**config.mk**
```make
export PLATFORM = sky130hd
export DESIGN_NAME = control_unit
export DESIGN_NICKNAME = d
export VERILOG_FILES = /design/src/verilog/rv_ctrl_pkg.sv /design/src/verilog/rv_isa_pkg.sv /design/src/verilog/control_unit.sv
export VERILOG_INCLUDE_DIRS = /design/src /design/src/verilog
export SDC_FILE = /design/constraint.sdc
export NUM_CORES = 1
export LEC_CHECK = 0
export BUFFER_PORTS_ARGS = -buffer_cell sky130_fd_sc_hd__clkbuf_2
export CAP_MARGIN = 20
export CORE_AREA = 2 2 39 41
export DETAILED_ROUTE_END_ITERATION = 12
export DIE_AREA = 0 0 41 43
export GPL_TIMING_DRIVEN = 0
export PLACE_DENSITY = 0.68
export RECOVER_POWER = 100
export SYNTH_ARGS = -nofsm -noshare
export SYNTH_HDL_FRONTEND = slang
export SYNTH_SLANG_ARGS = --single-unit
```
**constraint.sdc**
```tcl
create_clock -name vclk -period 1.1
set_input_delay 0.11 -clock vclk [all_inputs]
set_output_delay 0.11 -clock vclk [all_outputs]
set_load 0.03 [all_outputs]
```
**src/verilog/rv_params.svh**
```systemverilog
// core parameters for the RV32I single-cycle core
// widths, register count, reset pc, data memory depth
`ifndef RV_PARAMS_SVH
`define RV_PARAMS_SVH

// data path width, also pc and instruction width
`define RV_XLEN 32

// architectural register count, x0 included
`define RV_NREGS 32

`define RV_RESET_PC 32'h0000_0000 // first fetch address

// data memory depth in 32-bit words
`define RV_DMEM_WORDS 256

`endif
```
**src/verilog/rv_ctrl_pkg.sv**
```systemverilog
// datapath control encodings of the core
// alu operation, immediate format, operand selects, memory size
package rv_ctrl_pkg;

    typedef enum logic [3:0] {
        ALU_ADD,
        ALU_SUB,
        ALU_SLL,
        ALU_SLT,
        ALU_SLTU,
        ALU_XOR,
        ALU_SRL,
        ALU_SRA,
        ALU_OR,
        ALU_AND,
        ALU_PASS_B  // lui path
    } alu_op_e;

    typedef enum logic [2:0] {IMM_I, IMM_S, IMM_B, IMM_U, IMM_J} imm_fmt_e;

    typedef enum logic {A_RS1, A_PC} alu_a_sel_e;

    typedef enum logic [1:0] {B_RS2, B_IMM, B_FOUR} alu_b_sel_e; // four for link

    // access size, matches funct3[1:0]
    typedef logic [1:0] mem_size_t;

    localparam mem_size_t MEM_BYTE = 2'd0;
    localparam mem_size_t MEM_HALF = 2'd1;
    localparam mem_size_t MEM_WORD = 2'd2;

endpackage

```
**src/verilog/rv_isa_pkg.sv**
```systemverilog
// RV32I instruction set encodings
// opcodes, funct3 codes, word and register index types
`include "rv_params.svh"

package rv_isa_pkg;

    typedef logic [`RV_XLEN-1:0] word_t; // data, pc, instruction
    typedef logic [4:0]          reg_idx_t;
    typedef logic [6:0]          opcode_t;
    typedef logic [2:0]          funct3_t;

    // opcode groups the core acts on
    localparam opcode_t OPC_LUI    = 7'b0110111;
    localparam opcode_t OPC_AUIPC  = 7'b0010111;
    localparam opcode_t OPC_JAL    = 7'b1101111;
    localparam opcode_t OPC_JALR   = 7'b1100111;
    localparam opcode_t OPC_BRANCH = 7'b1100011;
    localparam opcode_t OPC_LOAD   = 7'b0000011;
    localparam opcode_t OPC_STORE  = 7'b0100011;
    localparam opcode_t OPC_OP_IMM = 7'b0010011;
    localparam opcode_t OPC_OP     = 7'b0110011;

    // branch conditions
    localparam funct3_t F3_BEQ  = 3'b000;
    localparam funct3_t F3_BNE  = 3'b001;
    localparam funct3_t F3_BLT  = 3'b100;
    localparam funct3_t F3_BGE  = 3'b101;
    localparam funct3_t F3_BLTU = 3'b110;
    localparam funct3_t F3_BGEU = 3'b111;

    // load/store sizes, stores use the signed codes
    localparam funct3_t F3_BYTE   = 3'b000;
    localparam funct3_t F3_HALF   = 3'b001;
    localparam funct3_t F3_WORD   = 3'b010;
    localparam funct3_t F3_BYTE_U = 3'b100;
    localparam funct3_t F3_HALF_U = 3'b101;

endpackage

```
**src/verilog/control_unit.sv**
```systemverilog
// decoder and control unit
// turns opcode, funct3 and bit 30 into datapath controls, resolves branches
`timescale 1ns/100ps

module control_unit (
    input  rv_isa_pkg::opcode_t     opcode,
    input  rv_isa_pkg::funct3_t     funct3,
    input  logic                    funct7_b5,     // cmd[30]
    input  logic                    less,
    input  logic                    zero,
    output rv_ctrl_pkg::imm_fmt_e   imm_fmt,
    output rv_ctrl_pkg::alu_op_e    alu_op,
    output rv_ctrl_pkg::alu_a_sel_e alu_a_sel,
    output rv_ctrl_pkg::alu_b_sel_e alu_b_sel,
    output logic                    reg_wen,
    output logic                    wb_from_mem,   // load result to rd
    output logic                    load,
    output logic                    store,
    output rv_ctrl_pkg::mem_size_t  mem_size,
    output logic                    load_unsigned,
    output logic                    pc_add_imm,    // offset imm, else four
    output logic                    pc_base_rs1    // base rs1, else pc
);

    rv_ctrl_pkg::alu_op_e arith_op;  // op / op-imm operation
    rv_ctrl_pkg::alu_op_e cmp_op;    // branch compare flavour
    logic                 br_taken;
    logic                 is_op;

    assign is_op = (opcode == rv_isa_pkg::OPC_OP); // sub only exists for reg-reg

    always_comb begin
        case (funct3)
            3'b000:  arith_op = (is_op && funct7_b5) ? rv_ctrl_pkg::ALU_SUB : rv_ctrl_pkg::ALU_ADD;
            3'b001:  arith_op = rv_ctrl_pkg::ALU_SLL;
            3'b010:  arith_op = rv_ctrl_pkg::ALU_SLT;
            3'b011:  arith_op = rv_ctrl_pkg::ALU_SLTU;
            3'b100:  arith_op = rv_ctrl_pkg::ALU_XOR;
            3'b101:  arith_op = funct7_b5 ? rv_ctrl_pkg::ALU_SRA : rv_ctrl_pkg::ALU_SRL;
            3'b110:  arith_op = rv_ctrl_pkg::ALU_OR;
            default: arith_op = rv_ctrl_pkg::ALU_AND;
        endcase
    end

    // beq/bne look at zero only, which the alu gives for any op
    always_comb begin
        case (funct3)
            rv_isa_pkg::F3_BEQ, rv_isa_pkg::F3_BNE:  cmp_op = rv_ctrl_pkg::ALU_SUB;
            rv_isa_pkg::F3_BLT, rv_isa_pkg::F3_BGE:  cmp_op = rv_ctrl_pkg::ALU_SLT;
            rv_isa_pkg::F3_BLTU, rv_isa_pkg::F3_BGEU: cmp_op = rv_ctrl_pkg::ALU_SLTU;
            default:                                 cmp_op = rv_ctrl_pkg::ALU_SUB;
        endcase
    end

    // bit 2 picks less vs zero, bit 0 inverts
    assign br_taken = (funct3[2] ? less : zero) ^ funct3[0];

    always_comb begin
        // no-op defaults: fence, system, unknown opcodes
        imm_fmt       = rv_ctrl_pkg::IMM_I;
        alu_op        = rv_ctrl_pkg::ALU_ADD;
        alu_a_sel     = rv_ctrl_pkg::A_RS1;
        alu_b_sel     = rv_ctrl_pkg::B_RS2;
        reg_wen       = 1'b0;
        wb_from_mem   = 1'b0;
        load          = 1'b0;
        store         = 1'b0;
        pc_add_imm    = 1'b0;
        pc_base_rs1   = 1'b0;
        load_unsigned = (funct3 == rv_isa_pkg::F3_BYTE_U) || (funct3 == rv_isa_pkg::F3_HALF_U);
        case (funct3)
            rv_isa_pkg::F3_BYTE, rv_isa_pkg::F3_BYTE_U: mem_size = rv_ctrl_pkg::MEM_BYTE;
            rv_isa_pkg::F3_HALF, rv_isa_pkg::F3_HALF_U: mem_size = rv_ctrl_pkg::MEM_HALF;
            default:                                    mem_size = rv_ctrl_pkg::MEM_WORD;
        endcase
        case (opcode)
            rv_isa_pkg::OPC_LUI: begin
                imm_fmt   = rv_ctrl_pkg::IMM_U;
                alu_op    = rv_ctrl_pkg::ALU_PASS_B;
                alu_b_sel = rv_ctrl_pkg::B_IMM;
                reg_wen   = 1'b1;
            end
            rv_isa_pkg::OPC_AUIPC: begin
                imm_fmt   = rv_ctrl_pkg::IMM_U;
                alu_a_sel = rv_ctrl_pkg::A_PC;
                alu_b_sel = rv_ctrl_pkg::B_IMM;
                reg_wen   = 1'b1;
            end
            rv_isa_pkg::OPC_JAL, rv_isa_pkg::OPC_JALR: begin
                imm_fmt     = (opcode == rv_isa_pkg::OPC_JAL) ? rv_ctrl_pkg::IMM_J
                                                              : rv_ctrl_pkg::IMM_I;
                alu_a_sel   = rv_ctrl_pkg::A_PC;    // link = pc + 4
                alu_b_sel   = rv_ctrl_pkg::B_FOUR;
                reg_wen     = 1'b1;
                pc_add_imm  = 1'b1;
                pc_base_rs1 = (opcode == rv_isa_pkg::OPC_JALR);
            end
            rv_isa_pkg::OPC_BRANCH: begin
                imm_fmt    = rv_ctrl_pkg::IMM_B;
                alu_op     = cmp_op;               // rs1 against rs2
                pc_add_imm = br_taken;
            end
            rv_isa_pkg::OPC_LOAD: begin
                reg_wen     = 1'b1;
                wb_from_mem = 1'b1;
                load        = 1'b1;
            end
            rv_isa_pkg::OPC_STORE: begin
                imm_fmt = rv_ctrl_pkg::IMM_S;
                store   = 1'b1;
            end
            rv_isa_pkg::OPC_OP_IMM: begin
                alu_op    = arith_op;
                alu_b_sel = rv_ctrl_pkg::B_IMM;
                reg_wen   = 1'b1;
            end
            rv_isa_pkg::OPC_OP: begin
                alu_op  = arith_op;
                reg_wen = 1'b1;
            end
            default: ;
        endcase
    end

endmodule

```
==> summary.md, run 1 <==
| Metric | Value |
|---|---|
| Met1 Track Usage GR | 0.155 |
| Final period util | 1.11 |
| FMAX | 0.821 GHz |
| Initial antenna violation count | 0 |
| Pwr Density | 258 nW/um^2 |
| Num rows | 14 |
| Fillers | 128 |
| DR DRC count | 0 |
| Met3 Resource Use GR | 0.00524 |
| Core Box Area | 1380 sq um |
| Failing checks | setup timing |
| M2 GR Usage | 0.247 |
| RSZ-0062 raised after global routing | yes |
| Die height | 43 um |
| Status | finished, violations left |
| Ports | 32 |
| Post-layout min period | 1.22 ns |
| Syn avg cell area | 6.92 sq um |
| Worst-path maximum fanout | 5 |
| Total of max-cap violations | 0 |
| Worst setup SP type | primary input |
| FFs & Latches | 0 |
| Inserted Diodes | 0 |
| Area growth from synthesis to layout | 132% |
| Final WS setup | -0.117 ns |
| WL per Instance | 11.9 um |
| Post-Syn Instances | 51 |
| Initial Util | 0.255 |
| Ratio of cells with drive above 1 in the final layout | 0.716 |
| Overall power | 211 uW |
| Busiest grt layer | met2 |
| DR vias | 512 |
| Yosys warning count | 0 |
| Die area | 1760 sq um |
| CP Class | in -> out |
| Post-synthesis sequential area ratio | 0 |
| Largest net degree at the start of global routing | 11 |
| 1st-iter DRT viols | 9 |
| Hold slack | 0.564 ns |
| Fin Setup TNS | -0.430 ns |
| Crit path DAT | 1.11 ns |
| Pre-CTS setup slack | -0.196 ns |
| Routability cong. | 0.714 |
| Routed WL | 1230 um |
| Critical path destination | alu_op[1] |
| Port buffer count | 30 |
| Via density per instance | 4.92 |
| Area occupied by registers | 0 sq um |
| Clock buffer count in the final layout | 0 |
| Setup-failing EPs final | 6 |
| Hold Path Class | in -> out |
| Netlist cell types | 35 |
| # hold bufs at CTS | 0 |
| Critical Path End Type | output pin |
| Least-Margin Pin Slew | 0.362 ns |
| Detailed Place HPWL | 830 um |
| Die width | 41 um |
| Number of global-route vias before repair | 420 |
| Drt first pass iters | 4 |
| First-pass GRT wire length | 1700 um |
| Antenna viol nets, final | 0 |
| Required @ worst endpoint | 0.99 ns |
| Final nets | 103 |
| Total GRT Usage | 0.129 |
| Leak | 0.000406 uW |
| Slew Limit Fails | 0 |
| Maximum VDD drop | 0.111 mV |
| Final Hold Viols | 0 |
| Critical Path Source | opcode[2] |
| Core Util, Final | 0.592 |
| Worst slew margin | 0.760 |
| Post-Syn Nets | 64 |
| GR Overflow Total | 0 |
| Cell Area, Synth | 353 sq um |
==> worst max-delay path, stage by stage <==
cell and delay, ns:
buf_6 0.10, and4bb_4 0.39, nand2_4 0.09, o311ai_4 0.22
clkbuf_8 0.20
==> power by group <==
group          total [uW]  internal, uW  switching (uW)
sequential              0             0               0
clock                   0             0               0
combinational         211           103             108
total                 211           103             108
==> Yosys cell counts, types with 2 or more instances <==
cell      n  area [sq um]
nand2_1   5          18.8
nand3_1   4          20.0
o21ai_1   4          20.0
nand3b_1  3          22.5
buf_4     2          15.0
nand2b_1  2          12.5
nor3_1    2          10.0
o21ai_0   2          10.0
==> placed cells by master, fill, tap and decap left out, types with 2 or more instances in the layout <==
cell type   n
buf_6       7
clkbuf_8    4
nand3_1     3
nand2_4     2
nand3b_1    3
o21ai_2     4
buf_4      11
clkbuf_1    4
clkbuf_2    7
nand2_1     2
and2b_4     2
buf_2       2
clkbuf_4    2
buf_8       3
==> cells by family (layout without fill, tap and decap cells) <==
family | Yosys count | in the layout | share of synthesized area
and+or+nand+nor | 32 | 32 | 0.610
muxes | 1 | 1 | 0.0284
xor gates and xnor gates | 1 | 1 | 0.0248
AOI/OAI and AO/OA | 12 | 12 | 0.259
buffers and inverters | 5 | 42 | 0.0780
==> through the flow <==
stage          cell area, sq um  cells
6_report                    820    104
2_1_floorplan               389     51
3_5_place_dp                559     97
5_1_grt                     820    104
4_1_cts                     726    102
3_3_place_gp                559     97
==> how the worst min path moves through the flow <==
stage / from / cells after the start / endpoint / slack (ns)
floorplan: opcode[4] / 1 / load / 0.27
global placement: opcode[3] / 3 / pc_base_rs1 / 0.57
detailed placement: opcode[3] / 3 / pc_base_rs1 / 0.57
CTS: opcode[5] / 3 / load / 0.60
global route: opcode[5] / 3 / load / 0.59
finish: opcode[5] / 3 / load / 0.56
==> layer usage <==
metal	vias to the layer above	routed length, um
li1	263	-
met1	228	455
met2	21	684
met3	0	93
met4	0	0
met5	-	0
==> final cells by class <==
class              instances  area, sq um  area share
plain buffers              4         26.3      0.0321
inverters                  1         3.75     0.00458
multi-input cells         46          434       0.530
well taps                 16         20.0      0.0244
repair buffers            37          335       0.409
==> what timing repair did <==
| action | 4_1_cts | 5_1_grt |
|---|---|---|
| pin swaps | 6 | 6 |
| hold endpoints to repair | 0 | 0 |
| setup endpoints to repair | 14 | 14 |
| buffers inserted | 5 | 2 |
| gates resized for setup | 32 | 38 |
No activity file was read; power rests on OpenSTA's default activity.
==> inputs of run 2 (changes only) <==
TNS_END_PERCENT = 1   (was not set)
==> run 2 against run 1 <==
Effect of this change:
- the run still ends with setup timing left
- design area shrank 24%
- die area unchanged
- hold slack worse by 0.022 ns
- critical endpoint unchanged
- largest cell class unchanged
- largest power group unchanged
- highest routed layer unchanged
==> summary.md, run 2 (synthesis results as in run 1) <==
| Metric | Value |
|---|---|
| Worst setup SP type | primary input |
| Area occupied by registers | 0 sq um (unchanged) |
| Critical path's largest stage delay | 0.40 ns (about the same) |
| Die height | 43 um (unchanged) |
| Clock share of power | 0 (unchanged) |
| Fillers | 151 (+18%) |
| Initial Util | 0.255 (unchanged) |
| WL per Instance | 11.0 um (-7.0%) |
| DR DRC count | 0 (unchanged) |
| Sw power | 91.3 uW (-16%) |
| Failing checks | setup timing |
| RSZ-0062 raised after global routing | yes |
| Drt first pass iters | 4 (unchanged) |
| Combinational power share | 1.000 (about the same) |
| Hold Path Class | in -> out |
| Pwr Density | 260 nW/um^2 (+1.1%) |
| CP max-delay cell | and4bb_4 |
| Inserted Diodes | 0 (unchanged) |
| FFs & Latches | 0 (unchanged) |
| Initial antenna violation count | 0 (unchanged) |
| Ratio of cells with drive above 1 in the final layout | 0.556 (-0.160) |
| Die width | 41 um (unchanged) |
| Worst-path maximum fanout | 5 (unchanged) |
| Num rows | 14 (unchanged) |
| Setup-failing EPs final | 6 (unchanged) |
| Final nets | 96 (-6.8%) |
| Ports | 32 (unchanged) |
| Die area | 1760 sq um (unchanged) |
| Critical Path End Type | output pin |
| DR vias | 481 (-6.1%) |
| Clock buffer count in the final layout | 0 (unchanged) |
| Area growth from synthesis to layout | 75.5% |
| Total GRT Usage | 0.117 (-0.0120) |
| Most frequent cells in the layout | 10 x buf_4, 10 x clkbuf_2, 5 x o21ai_1 |
| # hold bufs at CTS | 0 (unchanged) |
| Core Box Area | 1380 sq um (unchanged) |
| Worst slew margin | 0.757 (-0.00311) |
| Crit path DAT | 1.10 ns (about the same) |
| GR Overflow Total | 0 (unchanged) |
| Status | finished, violations left |
| Least-Margin Pin Slew | 0.367 ns (+0.00469 ns) |
| Maximum VDD drop | 0.0909 mV (-18%) |
| Via density per instance | 4.96 (+0.72%) |
| Post-CTS setup buffer count | 0 (-5) |
| Number of global-route vias before repair | 386 (-8.1%) |
| First-pass GRT wire length | 1570 um (-7.3%) |
| Antenna viol nets, final | 0 (unchanged) |
| Total of max-cap violations | 0 (unchanged) |
| Port buffer count | 30 (unchanged) |
| Pre-CTS setup slack | -0.181 ns (+0.0145 ns) |
| Final WS setup | -0.112 ns (+0.00540 ns) |
| Required @ worst endpoint | 0.99 ns (about the same) |
| Sequential share of power | 0 (unchanged) |
| Routed WL | 1070 um (-13%) |
| Slew Limit Fails | 0 (unchanged) |
| FMAX | 0.825 GHz (+0.45%) |
| Leak | 0.000310 uW (-24%) |
| Final Hold Viols | 0 (unchanged) |
| Post-layout min period | 1.21 ns (-0.00540 ns) |
| Int Power | 69.9 uW (-32%) |
| Overall power | 161 uW (-24%) |
| CP Class | in -> out |
| 1st-iter DRT viols | 2 (-7) |
| Routability cong. | 0.684 (-4.1%) |
| Crit path cell chain | clkbuf_2 > and4bb_4 > nand2_4 > o311ai_2 > buf_4 |
| Sw frac | 0.566 (+0.0529) |
| Final period util | 1.10 (-0.00491) |
| Largest net degree at the start of global routing | 11 (unchanged) |
[run 2: layout make-up]
type	instances	area (sq um)	share of cell area
inverters	1	3.75	0.00606
plain buffers	4	23.8	0.0384
well taps	16	20.0	0.0323
multi-input cells	46	359	0.580
repair buffers	30	213	0.343
[run 2: final timing paths]
path	from	depth (start not counted)	end	slack [ns]
worst min-delay path	opcode[3]	3	pc_base_rs1	0.54
worst max-delay path	opcode[2]	5	alu_op[1]	-0.11
[run 2: power by group through the flow]
stage | Sequential [uW] | Combinational [uW] | Clock, uW
after floorplan | 0 | 91.6 | 0
after global placement | 0 | 144 | 0
after detailed placement | 0 | 147 | 0
after CTS | 0 | 161 | 0
after global routing | 0 | 173 | 0
final | 0 | 161 | 0
[run 2: per-stage QoR]
stage	utilization	setup TNS, ns	cells	area, sq um	hold WS, ns
after global routing	0.448	-0.805	97	619	0.559
after CTS	0.444	-0.506	97	614	0.542
after detailed placement	0.386	-0.965	97	534	0.564
after global placement	0.386	-0.861	97	534	0.555
after floorplan	-	-0.467	51	364	0.267
final	0.448	-0.373	97	619	0.542
[run 2: repair_timing]
action,4_1_cts,5_1_grt
setup endpoints to repair,12,15
resized for setup,24,17
pin swaps,3,2
[run 2: critical path, delay by kind of cell]
family / cells / cell delay (ns)
AOI/OAI and AO/OA: 1 / 0.21
buffers and inverters: 2 / 0.31
and+or+nand+nor: 2 / 0.47
[run 2: layer usage]
| metal | part of all wire | up-vias | track usage |
|---|---|---|---|
| met3 | 0.078 | 0 | 0.00524 |
| li1 | - | 248 | - |
| met5 | 0 | - | 0 |
| met1 | 0.41 | 211 | 0.142 |
| met4 | 0 | 0 | 0 |
| met2 | 0.51 | 22 | 0.222 |
==> inputs of run 3 (changes only) <==
CORE_AREA = not set   (was 2 2 39 41)
CORE_MARGIN = 2   (was not set)
CORE_UTILIZATION = 24   (was not set)
DIE_AREA = not set   (was 0 0 41 43)
PLACE_DENSITY = 0.64   (was 0.68)
==> run 3 against run 2 <==
Effect of this change:
- the flow still finishes with violations (setup timing)
- non-clock buffer count unchanged
- critical path depth unchanged
- total power increased by 0.88%
- first-iteration DRC count increased to 3.0 times the previous value
- largest power group unchanged
==> summary.md, run 3 (synthesis results as in run 1) <==
| Metric | Value |
|---|---|
| Failing checks | setup timing |
| Hold Startpoint | opcode[3] |
| Area growth from synthesis to layout | 83.0% |
| Sw frac | 0.562 (-0.00416) |
| 1st-iter DRT viols | 6 (+4) |
| Setup-failing EPs final | 8 (+2) |
| Required @ worst endpoint | 0.99 ns (about the same) |
| Placed Area | 533 sq um (-0.23%) |
| Critical Path End Type | output pin |
| RSZ-0062 raised after global routing | yes |
| Initial Util | 0.265 (+0.00957) |
| Num rows | 13 (-1) |
| Final nets | 96 (unchanged) |
| Final Hold Viols | 0 (unchanged) |
| Area occupied by registers | 0 sq um (unchanged) |
| Sw power | 91.4 uW (+0.14%) |
| CP Class | in -> out |
| Leak | 0.000333 uW (+7.1%) |
| Fillers | 130 (-14%) |
| Drt first pass iters | 2 (-2) |
| Die area | 1790 sq um (+1.7%) |
| Critical path destination | alu_op[1] |
| FMAX | 0.811 GHz (-1.7%) |
| Ports | 32 (unchanged) |
| Inserted Diodes | 0 (unchanged) |
| Die width | 42.3 um (+3.3%) |
| Number of global-route vias before repair | 410 (+6.2%) |
| # hold bufs at CTS | 0 (unchanged) |
| Hold Path Class | in -> out |
| Post-layout min period | 1.23 ns (+0.0216 ns) |
| Post-route design area | 646 sq um (+4.2%) |
| Worst setup SP type | primary input |
| Port buffer count | 30 (unchanged) |
| GR Overflow Total | 0 (unchanged) |
| Die height | 42.3 um (-1.5%) |
| Clock buffer count in the final layout | 0 (unchanged) |
| Clock share of power | 0 (unchanged) |
| FFs & Latches | 0 (unchanged) |
| Detailed Place HPWL | 811 um |
| Most frequent cells in the layout | 12 x clkbuf_2, 8 x buf_4 |
| Combinational power share | 1.000 (about the same) |
| First-pass GRT wire length | 1810 um (+15%) |
| Least-Margin Pin Slew | 0.370 ns (+0.00281 ns) |
| Critical Path Source | opcode[2] |
| Maximum VDD drop | 0.119 mV (+31%) |
| Core Util, Final | 0.484 (+0.0365) |
| Total GRT Usage | 0.120 (+0.00308) |
| Sequential share of power | 0 (unchanged) |
| Most common cell after layout, fill and taps aside | clkbuf_2 |
| Antenna viol nets, final | 0 (unchanged) |
| Routability cong. | 0.718 (+4.9%) |
| DR vias | 482 (+0.21%) |
| Core Box Area | 1330 sq um (-3.6%) |
| Worst slew margin | 0.755 (-0.00187) |
| WL per Instance | 11.5 um (+4.6%) |
| Largest net degree at the start of global routing | 11 (unchanged) |
| Hold slack | 0.545 ns (+0.00231 ns) |
| Initial antenna violation count | 0 (unchanged) |
| DR DRC count | 0 (unchanged) |
| Slew Limit Fails | 0 (unchanged) |
| Int Power | 71.2 uW (+1.8%) |
| Worst-path maximum fanout | 5 (unchanged) |
| Status | finished, violations left |
| Pwr Density | 252 nW/um^2 (-3.2%) |
| Ratio of cells with drive above 1 in the final layout | 0.580 (+0.0247) |
| Final period util | 1.12 (+0.0196) |
| Total of max-cap violations | 0 (unchanged) |
| Crit path DAT | 1.12 ns (+0.02 ns) |
| Final WS setup | -0.134 ns (-0.0216 ns) |
| Via density per instance | 5.02 (+1.3%) |
| Routed WL | 1110 um (+3.6%) |
## run 3: changes by cell type in the layout (fill, tap and decap cells not counted)
| cell | before | now |
|---|---|---|
| buf_6 | 2 | 3 |
| buf_2 | 2 | 0 |
| and2_4 | 0 | 1 |
| buf_4 | 10 | 8 |
| o21ai_1 | 5 | 4 |
| o311ai_4 | 0 | 1 |
| and2_1 | 1 | 0 |
| o21ai_2 | 0 | 1 |
| o311ai_2 | 1 | 0 |
| clkbuf_2 | 10 | 12 |
| buf_8 | 0 | 1 |
## run 3: worst max-delay path, cell delays in order
cell      delay (ns)
clkbuf_2        0.10
and4bb_4        0.39
nand2_4         0.08
o311ai_4        0.23
clkbuf_8        0.21
## run 3: power by group through the flow
stage          logic [uW]  registers [uW]  clock network, uW
6_report              163               0                  0
5_1_grt               177               0                  0
4_1_cts               161               0                  0
3_5_place_dp          145               0                  0
3_3_place_gp          143               0                  0
2_1_floorplan        91.6               0                  0
## run 3: worst min path at each step
stage                     cells past startpoint           to  slack [ns]
after floorplan                               1         load        0.27
after global placement                        3  pc_base_rs1        0.56
after detailed placement                      3  pc_base_rs1        0.57
after CTS                                     3  pc_base_rs1        0.55
after global routing                          3  pc_base_rs1        0.57
final                                         3  pc_base_rs1        0.54
## run 3: area by class of cell
cell class | count | area (sq um) | share of cell area
multi-input cells | 46 | 375 | 0.581
repair buffers | 30 | 224 | 0.347
plain buffers | 4 | 23.8 | 0.0368
well taps | 15 | 18.8 | 0.0291
inverters | 1 | 3.75 | 0.00581
## run 3: what timing repair did
item | 4_1_cts | 5_1_grt
hold endpoints to repair | 0 | 0
gates cloned | 0 | 0
gates resized for setup | 26 | 21
pin swaps | 2 | 3
setup endpoints to repair | 13 | 15
buffers inserted | 0 | 0
## run 3: per-stage QoR
step | setup WS (ns) | TNS [ns] | power [uW] | std cells
6_report | -0.134 | -0.403 | 163 | 96
5_1_grt | -0.180 | -1.04 | 177 | 96
4_1_cts | -0.147 | -0.595 | 161 | 96
3_5_place_dp | -0.185 | -1.08 | 145 | 96
3_3_place_gp | -0.163 | -0.919 | 143 | 96
2_1_floorplan | -0.114 | -0.467 | 91.6 | 51
## run 3: routing by layer
metal  vias up  share of wire  global-route usage
met4         0              0                   0
li1        250              -                   -
met5         -              0                   0
met2        19           0.49               0.203
met1       213           0.45               0.175
met3         0          0.064             0.00862
